### src/source/ifu_pkg.sv
/*
 * instruction fetch unit shared definitions
 * address and data width typedefs
 * state enums for fetch control, cache and bus arbiter
 * instruction length helper constants
 */
`default_nettype none

package ifu_pkg;

   // ******************************
   // widths
   // ******************************
   typedef logic [31:1] pc_t;        // halfword granular pc
   typedef logic [31:2] word_addr_t; // word granular address
   typedef logic [31:0] word_t;      // fetch / memory data word
   typedef logic [15:0] half_t;      // one instruction parcel
   typedef logic [31:0] instr_t;     // instruction to decode, rvc zero extended

   // ******************************
   // state machines
   // ******************************
   typedef enum logic [1:0] {
      fc_idle,     // ready to start a fetch
      fc_request,  // fetch_bus cycle open
      fc_deliver,  // word offered to aligner
      fc_drain     // flushed while in flight, wait ack then drop
   } fetch_state_t;

   typedef enum logic [2:0] {
      ic_idle,      // waiting for fetch request
      ic_lookup,    // tag compare
      ic_fill_req,  // raise fill request
      ic_fill_wait, // wait for fill data
      ic_respond    // ack held until fetch drops req
   } fill_state_t;

   typedef enum logic [1:0] {
      own_none,    // bus free
      own_fill,    // cache fill owns the bus
      own_dma      // dma read owns the bus
   } arb_owner_t;

   // ******************************
   // instruction length
   // ******************************
   localparam logic [1:0] length_code_full = 2'b11; // low bits of a 32-bit parcel
   localparam pc_t pc_step_half = 31'd1;            // advance for a 16-bit instr
   localparam pc_t pc_step_full = 31'd2;            // advance for a 32-bit instr

endpackage

`default_nettype wire

### src/source/ifu_ifs.sv
/*
 * ifu_bus_if  four-phase request link (fetch and fill)
 * ifu_word_if fetched word from fetch control to aligner
 */
`default_nettype none

interface ifu_bus_if import ifu_pkg::*; ();
   logic       req;    // held until ack seen
   word_addr_t addr;   // stable while req high
   logic       ack;    // held until req drops
   word_t      rdata;  // valid while ack high

   modport requester (output req, output addr, input ack, input rdata);
   modport responder (input req, input addr, output ack, output rdata);
endinterface

interface ifu_word_if import ifu_pkg::*; ();
   logic  req;   // word offered
   pc_t   pc;    // pc of the word, odd means skip low half
   word_t word;  // raw fetched word
   logic  ack;   // aligner took the word

   modport source (output req, output pc, output word, input ack);
   modport sink   (input req, input pc, input word, output ack);
endinterface

`default_nettype wire

### src/source/ifu_aligner.sv
/*
 * instruction aligner
 * three-halfword buffer, forms 16-bit and 32-bit instructions
 * with pc and pc4 for decode, one per cycle
 */
`default_nettype none

module ifu_aligner import ifu_pkg::*; (
   input  logic       clk,
   input  logic       rst,
   input  logic       flush,        // empties the buffer
   input  logic       instr_ready,  // decode takes instr
   ifu_word_if.sink   word_link,
   output logic       instr_valid,
   output instr_t     instr,
   output pc_t        instr_pc,
   output logic       instr_pc4
);

   logic [2:0][15:0] hw_q;      // [0] is the oldest halfword
   logic [1:0]       count_q;   // halfwords held, 0..3
   pc_t              head_pc;   // pc of hw_q[0]
   logic             ack_q;

   half_t            head;
   logic             is_full;   // head parcel is 32-bit
   logic             avail;     // complete instruction in buffer
   logic             consume;
   logic             accept;    // take the offered word
   logic             odd;       // word pc points at the high half
   logic [1:0]       take;
   logic [1:0]       cnt_mid;
   logic [1:0]       cnt_nxt;
   logic [2:0][15:0] hw_nxt;
   pc_t              pc_mid;

   assign head    = hw_q[0];
   assign is_full = (head[1:0] == length_code_full);
   assign avail   = (count_q != 2'd0) & (~is_full | (count_q >= 2'd2));

   assign instr_valid = avail & ~flush;        // old path never accepted on flush
   assign instr       = is_full ? {hw_q[1], hw_q[0]} : {16'h0000, hw_q[0]};
   assign instr_pc    = head_pc;
   assign instr_pc4   = is_full;

   assign consume = instr_valid & instr_ready;
   assign accept  = word_link.req & ~ack_q & ~flush & (count_q <= 2'd1);
   assign odd     = word_link.pc[1];
   assign word_link.ack = ack_q;

   // shift out consumed parcels then append the new word
   always_comb begin
      take = 2'd0;
      if (consume) take = is_full ? 2'd2 : 2'd1;
      cnt_mid = count_q - take;
      pc_mid  = head_pc;
      if (consume) pc_mid = head_pc + (is_full ? pc_step_full : pc_step_half);
      hw_nxt  = hw_q >> (16 * take);
      cnt_nxt = cnt_mid;
      if (accept) begin
         if (odd) begin                             // skip the low half
            hw_nxt[cnt_mid] = word_link.word[31:16];
            cnt_nxt         = cnt_mid + 2'd1;
         end else begin
            hw_nxt[cnt_mid]          = word_link.word[15:0];
            hw_nxt[2'(cnt_mid + 1)]  = word_link.word[31:16];
            cnt_nxt                  = cnt_mid + 2'd2;
         end
         if (cnt_mid == 2'd0) pc_mid = word_link.pc; // empty buffer restarts at word pc
      end
   end

   always_ff @(posedge clk) begin
      if (rst) begin
         count_q <= 2'd0;
         ack_q   <= 1'b0;
      end else begin
         if (accept) ack_q <= 1'b1;
         else if (ack_q & ~word_link.req) ack_q <= 1'b0; // close four-phase
         count_q <= flush ? 2'd0 : cnt_nxt;
      end
   end

   // buffer contents and head pc
   always_ff @(posedge clk) begin
      hw_q    <= hw_nxt;
      head_pc <= pc_mid;
   end

endmodule

`default_nettype wire

### src/source/ifu_bus_arb.sv
/*
 * external instruction memory bus arbiter
 * grants the four-phase mem bus to cache fill or dma read,
 * dma wins a tie, grant held until the cycle closes
 */
`default_nettype none

module ifu_bus_arb import ifu_pkg::*; (
   input  logic         clk,
   input  logic         rst,
   ifu_bus_if.responder fill_bus,   // from icache
   input  logic         dma_req,
   input  word_addr_t   dma_addr,
   output logic         dma_ack,
   output word_t        dma_rdata,
   output logic         mem_req,
   output word_addr_t   mem_addr,
   input  logic         mem_ack,
   input  word_t        mem_rdata
);

   arb_owner_t owner;
   logic       bus_idle;    // mem bus fully quiet
   logic       owner_req;   // req of the current owner
   logic       resp_ack;    // ack toward the owner
   logic       served;      // memory data already returned
   word_t      rdata_q;

   assign bus_idle  = ~mem_req & ~mem_ack;
   assign owner_req = (owner == own_dma) ? dma_req : fill_bus.req;

   assign dma_ack        = (owner == own_dma) & resp_ack;  // ack goes to owner only
   assign fill_bus.ack   = (owner == own_fill) & resp_ack;
   assign dma_rdata      = rdata_q;
   assign fill_bus.rdata = rdata_q;

   always_ff @(posedge clk) begin
      if (rst) begin
         owner    <= own_none;
         mem_req  <= 1'b0;
         resp_ack <= 1'b0;
         served   <= 1'b0;
      end else if (owner == own_none) begin
         if (bus_idle & dma_req) begin              // dma first on a tie
            owner   <= own_dma;
            mem_req <= 1'b1;
         end else if (bus_idle & fill_bus.req) begin
            owner   <= own_fill;
            mem_req <= 1'b1;
         end
      end else begin
         if (mem_req & mem_ack) begin
            mem_req  <= 1'b0;
            resp_ack <= 1'b1;
            served   <= 1'b1;
         end
         if (resp_ack & ~owner_req) resp_ack <= 1'b0;   // owner closed its side
         if (served & ~resp_ack & ~mem_ack) begin       // both sides closed
            owner  <= own_none;
            served <= 1'b0;
         end
      end
   end

   // address and data payload
   always_ff @(posedge clk) begin
      if ((owner == own_none) & bus_idle) mem_addr <= dma_req ? dma_addr : fill_bus.addr;
      if (mem_req & mem_ack) rdata_q <= mem_rdata;
   end

   // no handover in the middle of a memory cycle
   owner_hold_a: assert property (@(posedge clk) disable iff (rst)
      (mem_req || mem_ack) |=> $stable(owner));

endmodule

`default_nettype wire

### src/source/ifu_fetch_ctl.sv
/*
 * fetch control
 * fetch pc register, flush redirect,
 * four-phase fetch sequencing and word hand-off to the aligner
 */
`default_nettype none

module ifu_fetch_ctl import ifu_pkg::*; (
   input  logic         clk,
   input  logic         rst,
   input  logic         flush,      // redirect to flush_pc
   input  pc_t          flush_pc,
   ifu_bus_if.requester fetch_bus,  // to icache
   ifu_word_if.source   word_link   // to aligner
);

   fetch_state_t state;
   pc_t          fetch_pc;   // next pc to fetch
   pc_t          req_pc;     // pc of the open request
   word_t        word_q;     // fetched word held for the aligner
   logic         bus_req;
   logic         word_req;
   logic         launch;     // start a new fetch this cycle

   assign launch = (state == fc_idle) & ~flush & ~fetch_bus.ack; // prior ack must be low

   assign fetch_bus.req  = bus_req;
   assign fetch_bus.addr = req_pc[31:2]; // word address of the request
   assign word_link.req  = word_req;
   assign word_link.pc   = req_pc;
   assign word_link.word = word_q;

   always_ff @(posedge clk) begin
      if (rst) begin
         state    <= fc_idle;
         fetch_pc <= '0;              // fetch starts at pc zero
         bus_req  <= 1'b0;
         word_req <= 1'b0;
      end else begin
         if (flush) fetch_pc <= flush_pc; // redirect in any state
         case (state)
            fc_idle: begin
               if (launch) begin
                  bus_req <= 1'b1;
                  state   <= fc_request;
               end
            end
            fc_request: begin
               if (fetch_bus.ack) begin
                  bus_req <= 1'b0;
                  state   <= flush ? fc_idle : fc_deliver; // flushed word is dropped
               end else if (flush) begin
                  state   <= fc_drain;
               end
            end
            fc_drain: begin
               if (fetch_bus.ack) begin  // finish the stale cycle
                  bus_req <= 1'b0;
                  state   <= fc_idle;
               end
            end
            fc_deliver: begin
               if (flush) begin
                  word_req <= 1'b0;       // aligner never acks in a flush cycle
                  state    <= fc_idle;
               end else if (word_req & word_link.ack) begin
                  word_req <= 1'b0;
                  fetch_pc <= {fetch_pc[31:2] + 30'd1, 1'b0}; // next word, even half
                  state    <= fc_idle;
               end else if (~word_req & ~word_link.ack) begin
                  word_req <= 1'b1;
               end
            end
            default: state <= fc_idle;
         endcase
      end
   end

   // payload, no reset
   always_ff @(posedge clk) begin
      if (launch) req_pc <= fetch_pc;
      if ((state == fc_request) & fetch_bus.ack) word_q <= fetch_bus.rdata;
   end

   // request address must hold until the responder acks
   addr_stable_a: assert property (@(posedge clk) disable iff (rst)
      (fetch_bus.req && !fetch_bus.ack) |=> $stable(fetch_bus.addr));

endmodule

`default_nettype wire

### src/source/ifu_icache.sv
/*
 * direct-mapped instruction cache, one word per line
 * tag / valid / data arrays, hit lookup, miss fill over fill_bus,
 * whole-cache invalidate on fence_i
 */
`default_nettype none

module ifu_icache import ifu_pkg::*; #(
   parameter int ic_index_bits = 4     // log2 of line count
) (
   input  logic         clk,
   input  logic         rst,
   input  logic         fence_i,       // invalidate all lines
   ifu_bus_if.responder fetch_bus,     // from fetch control
   ifu_bus_if.requester fill_bus       // to bus arbiter
);

   localparam int tag_bits = 30 - ic_index_bits;  // word addr bits above the index
   localparam int lines    = 1 << ic_index_bits;

   // ******************************
   // arrays
   // ******************************
   logic [tag_bits-1:0] tag_mem [lines];
   word_t               data_mem [lines];
   logic [lines-1:0]    valid_q;           // only the valid bits are reset

   fill_state_t              state;
   logic [ic_index_bits-1:0] idx;
   logic [tag_bits-1:0]      tag;
   logic                     hit;
   logic                     ack_q;
   logic                     fill_req_q;
   word_t                    rdata_q;
   logic                     fill_done;     // fill data arriving this cycle

   assign idx = fetch_bus.addr[ic_index_bits+1:2];
   assign tag = fetch_bus.addr[31:ic_index_bits+2];
   assign hit = valid_q[idx] & (tag_mem[idx] == tag);

   assign fill_done = (state == ic_fill_wait) & fill_bus.ack;

   assign fetch_bus.ack   = ack_q;
   assign fetch_bus.rdata = rdata_q;
   assign fill_bus.req    = fill_req_q;
   assign fill_bus.addr   = fetch_bus.addr; // fetch req holds addr through the fill

   // ******************************
   // control
   // ******************************
   always_ff @(posedge clk) begin
      if (rst) begin
         state      <= ic_idle;
         valid_q    <= '0;
         ack_q      <= 1'b0;
         fill_req_q <= 1'b0;
      end else begin
         case (state)
            ic_idle: begin
               if (fence_i) valid_q <= '0;                 // one cycle invalidate
               if (fetch_bus.req & ~ack_q) state <= ic_lookup;
            end
            ic_lookup: begin
               if (hit) begin
                  ack_q <= 1'b1;                           // data ready next cycle
                  state <= ic_respond;
               end else begin
                  state <= ic_fill_req;
               end
            end
            ic_fill_req: begin
               if (~fill_bus.ack) begin                    // previous fill fully closed
                  fill_req_q <= 1'b1;
                  state      <= ic_fill_wait;
               end
            end
            ic_fill_wait: begin
               if (fill_done) begin
                  fill_req_q   <= 1'b0;
                  valid_q[idx] <= 1'b1;
                  ack_q        <= 1'b1;
                  state        <= ic_respond;
               end
            end
            ic_respond: begin
               if (~fetch_bus.req) begin                   // fetch saw ack, close cycle
                  ack_q <= 1'b0;
                  state <= ic_idle;
               end
            end
            default: state <= ic_idle;
         endcase
      end
   end

   // array writes and read data
   always_ff @(posedge clk) begin
      if (fill_done) begin
         tag_mem[idx]  <= tag;
         data_mem[idx] <= fill_bus.rdata;
         rdata_q       <= fill_bus.rdata;  // forward fill word to fetch
      end else if ((state == ic_lookup) & hit) begin
         rdata_q       <= data_mem[idx];
      end
   end

   // a new fill starts only after the last one has fully closed
   fill_four_phase_a: assert property (@(posedge clk) disable iff (rst)
      $rose(fill_bus.req) |-> !fill_bus.ack);

endmodule

`default_nettype wire

### src/source/ifu_top.sv
/*
 * instruction fetch unit top level
 * fetch control, icache, bus arbiter and aligner
 */
`default_nettype none

module ifu_top import ifu_pkg::*; #(
   parameter int ic_index_bits = 4        // icache lines = 2**ic_index_bits
) (
   input  logic       clk,
   input  logic       rst,
   input  logic       flush,              // redirect fetch
   input  pc_t        flush_pc,
   input  logic       fence_i,            // invalidate icache
   // external instruction memory
   output logic       mem_req,
   output word_addr_t mem_addr,
   input  logic       mem_ack,
   input  word_t      mem_rdata,
   // dma read port
   input  logic       dma_req,
   input  word_addr_t dma_addr,
   output logic       dma_ack,
   output word_t      dma_rdata,
   // to decode
   output logic       instr_valid,
   output instr_t     instr,
   output pc_t        instr_pc,
   output logic       instr_pc4,
   input  logic       instr_ready
);

   ifu_bus_if  fetch_bus ();   // fetch ctl -> icache
   ifu_bus_if  fill_bus ();    // icache -> arbiter
   ifu_word_if word_link ();   // fetch ctl -> aligner

   ifu_fetch_ctl fetch_ctl (.clk, .rst, .flush, .flush_pc, .fetch_bus, .word_link);

   ifu_icache #(.ic_index_bits(ic_index_bits)) icache (
      .clk, .rst, .fence_i, .fetch_bus, .fill_bus
   );

   ifu_bus_arb bus_arb (
      .clk, .rst, .fill_bus,
      .dma_req, .dma_addr, .dma_ack, .dma_rdata,
      .mem_req, .mem_addr, .mem_ack, .mem_rdata
   );

   ifu_aligner aligner (
      .clk, .rst, .flush, .instr_ready, .word_link,
      .instr_valid, .instr, .instr_pc, .instr_pc4
   );

endmodule

`default_nettype wire

### config.mk
export PLATFORM = sky130hd
export DESIGN_NAME = ifu_top
export DESIGN_NICKNAME = d
export VERILOG_FILES = /design/src/source/ifu_pkg.sv /design/src/source/ifu_ifs.sv /design/src/source/ifu_aligner.sv /design/src/source/ifu_bus_arb.sv /design/src/source/ifu_fetch_ctl.sv /design/src/source/ifu_icache.sv /design/src/source/ifu_top.sv
export SDC_FILE = /design/constraint.sdc
export NUM_CORES = 1
export LEC_CHECK = 0
export BUFFER_PORTS_ARGS = -buffer_cell sky130_fd_sc_hd__buf_2
export CORE_AREA = 2 2 271 340
export DETAILED_ROUTE_END_ITERATION = 7
export DIE_AREA = 0 0 273 342
export HOLD_SLACK_MARGIN = 0.02
export PLACE_DENSITY_LB_ADDON = 0.25
export SLEW_MARGIN = 20
export SYNTH_ARGS = -nofsm -noshare
export SYNTH_HDL_FRONTEND = slang
export SYNTH_SLANG_ARGS = --single-unit
export TNS_END_PERCENT = 100
### constraint.sdc
create_clock -name clk -period 6.45 [get_ports clk]
set_input_delay 0.3225 -clock clk [delete_from_list [all_inputs] [get_ports clk]]
set_output_delay 0.3225 -clock clk [all_outputs]
set_load 0.05 [all_outputs]
==> flow_summary.toml <==
[synthesis]
yosys.area_share.simple = 0.0511
syn_nets = 2888
synth.avg_cell_area_um2 = 17.7
ys_top_cells_by_count = "1,085 x edfxtp_1, 248 x mux4_2, 194 x nand2_1"
synthArstFlopShare = 0
ys_types = 72
ys_seq_elements = 1232
netlist_instances = 2784
synth_top_family_by_area = "multiplexers"
seq_area_frac_synth = 0.723
synth-edff-count = 1085
yosysMostFrequentCell = "edfxtp_1"
synth_top_cell_area_share = 0.663
yosys.area.top_type = "edfxtp_1"
synth_warnings = 0
synth_area_mm2 = 0.0491
synth-compound-area-share = 0.0462
synth_mux_area_frac = 0.149
synth_xor_area_frac = 0.0119
yosys-top-cells-area = "edfxtp_1 66%, mux4_2 11%, dfxtp_1 6.0%, mux2_2 1.8%, nand2_1 1.5%"
ys.flop_type = "edfxtp_1"
synthAdderAreaFrac = 0.00117

[setup_path]
endpoint_kind = "flop"
path_max_fanout = 42
crit_arrival_ns = 5.11
r2r-end = "icache.fetch_bus.rdata[9]"
regToRegSetupSlack_ns = 1.65
path_class = "flop to flop"
critPathSlowestCell = "a21oi_4"
cp_cell_sequence = "mux4_1, mux4_2, xor2_1, a31oi_1, o2111ai_1, nor4_2, nand3_1, a21oi_4"
worstRegToRegCells = 8
cp.required_ns = 6.76
slowest_delay_ns = 0.91
startpoint_type = "flop"

[global_route]
busiest_layer = "met2"
grt_pass1_vias = 28000
grt_max_degree = 122
use_met1 = 0.337
gr-usage-met3 = 0.0343
global_route.usage.met2 = 0.447
grt_use_total = 0.260
grt_antenna_before_repair = 5
grt_pass1_wl_mm = 179
grt-ovfl-total = 0

[placed_design]
dp_hpwl_mm = 70.6
post-place-ws_ns = 1.65
port_buffers = 228
place_congestion = 0.866

[floorplanning]
start_util = 0.542
dieWidth_um = 273
core_area_mm2 = 0.0906
std_cell_rows = 124
num_io_pins = 229
dieArea_mm2 = 0.0934
die_y_um = 342

[drt]
routedWlPerCell_um = 27.5
via_count = 27400
wirelength_mm = 121
drc = 0
postRouteAntennaNets = 0
drtPass1Iterations = 6
viasPerCell = 6.23
drt-initial-drc-count = 2924

[clock_network]
cts_max_path_buffers = 3
insertion_delay_ns = 0.70
cts_sinks = 1232
postCtsResizedCells = 0
path_clk_slew_ns = 0.07
numCtsBuffers = 111
postCtsSetupRepairBufs = 0
cts_tree = "built"
htreeDepth = 3
clock-root-buffer = "clkbuf_16"

[timing]
fin_skew_ns = 0.0298
period_needed_ns = 4.80
setup_viol = 0
hold-worst-slack_ns = 0.0557
max_freq_mhz = 208
setup_tns_ns = 0
tightest_slew_ns = 1.17
finalMaxSlewViolations = 0
hold_viol = 0
rsz0062_at_grt = "false"
fin_ws_ns = 1.65
slew_headroom = 0.220
finalCritPeriodShare = 0.745

[power_and_ir_drop]
combPwrFrac = 0.113
clock_power_share = 0.381
p_seq_frac = 0.506
p_leak_nw = 18.7
peakVddDrop_mv = 0.252
switchingPower_mw = 4.54
internal_power_mw = 13.7
swShare = 0.249
p_per_area_mw_per_mm2 = 322

[cells_and_area]
final_layout_size_suffix_gt1_frac = 0.262
fill_cells = 6303
synthToLayoutAreaGrowth_pct = 15.2
nets = 3218
diodes = 0

[hold_path]
worstHoldStart = "instr_ready"
min_to = "aligner.count_q[1]"
min_path_type = "input pin to flop"
holdPathStages = 4

[status]
status = "finished clean"

[job]
cap_viol_max_count = 0
-- critical path, delay by kind of cell (launching register included) --
kind / cells / cell delay (ns)
AO/OA/AOI/OAI: 3 / 1.47
multiplexers: 2 / 1.12
XOR/XNOR: 1 / 0.17
flip-flops: 1 / 0.79
AND/OR/NAND/NOR: 2 / 0.83
-- worst max-delay path by stage --
stage                                   start  cells after the start                        end  slack [ns]
floorplan           fetch_ctl.word_link.pc[2]                      5      icache.data_mem[0][0]        0.34
global placement                         flop                      8  icache.fetch_bus.rdata[9]        1.67
detailed placement                       flop                      8  icache.fetch_bus.rdata[7]        1.65
CTS                                      flop                      8  icache.fetch_bus.rdata[9]        1.62
global route                             flop                      9  icache.fetch_bus.rdata[8]        1.43
finish                                   flop                      8  icache.fetch_bus.rdata[9]        1.65
-- cell usage in the layout, fill, tap and decap left out, drive strengths merged, types with 79 or more instances in the layout --
cell,count
nand2,194
mux2,79
buf,303
o21ai,110
clkbuf,130
nor2,106
dfxtp,147
mux4,252
edfxtp,1085
dlygate4sd3,91
-- state kept, by name, summed over array words and instances (netlist names), 3 cells and up, named ones only --
name,count
icache.state,3
icache.tag_mem,416
icache.data_mem,512
fetch_ctl.fetch_pc,31
aligner.hw_q,32
aligner.head,16
icache.valid_q,16
fetch_ctl.word_link.pc,31
fetch_ctl.word_link.word,32
aligner.instr_pc,31
bus_arb.mem_addr,30
bus_arb.dma_rdata,32
icache.fetch_bus.rdata,32
-- metal layers --
layer / wire length (um) / vias to the layer above
met1: 45300 / 14200
met4: 4860 / 8
li1: - / 11800
met5: 52 / -
met2: 62800 / 1187
met3: 8000 / 252
-- cell families after synthesis --
| group | after synthesis |
|---|---|
| fa+ha+maj | 4 |
| simple gates | 524 |
| mux | 403 |
| compound gates | 362 |
| flops | 1232 |
| buf+inv | 192 |
| xor+xnor | 67 |
-- per-stage QoR --
| step | cell area (um^2) | utilization | power (mW) | instances |
|---|---|---|---|---|
| floorplan | 49100 | - | 10.8 | 2784 |
| detailed placement | 51800 | 0.572 | 11.4 | 4106 |
| global placement | 51700 | 0.571 | 11.4 | 4104 |
| finish | 56600 | 0.625 | 18.2 | 4405 |
| CTS | 56600 | 0.624 | 18.3 | 4404 |
| global route | 56600 | 0.625 | 18.7 | 4405 |
-- final cells by class --
class                      count  area, um^2  area share
tap                         1197        1500      0.0265
clock inverter                77         961      0.0170
inverter                      15        56.3    0.000995
multi-input combinational   1360       12900       0.228
clock buffer                 130        2890      0.0511
sequential                  1232       35500       0.628
timing repair buffer         394        2760      0.0488
-- power groups by stage --
| stage | sequential, mW | combinational (mW) | clock, mW |
|---|---|---|---|
| floorplan | 9.53 | 1.31 | 0 |
| detailed placement | 9.39 | 2.01 | 0 |
| global route | 9.25 | 2.17 | 7.32 |
| global placement | 9.37 | 1.99 | 0 |
| finish | 9.22 | 2.06 | 6.94 |
| CTS | 9.22 | 2.07 | 7.03 |
-- timing repair --
| item | in CTS | in global routing |
|---|---|---|
| hold buffers | 91 | 0 |
| setup endpoints to repair | 0 | 0 |
| endpoints found under the hold margin | 92 | 0 |
No activity file was read; power rests on OpenSTA's default activity.
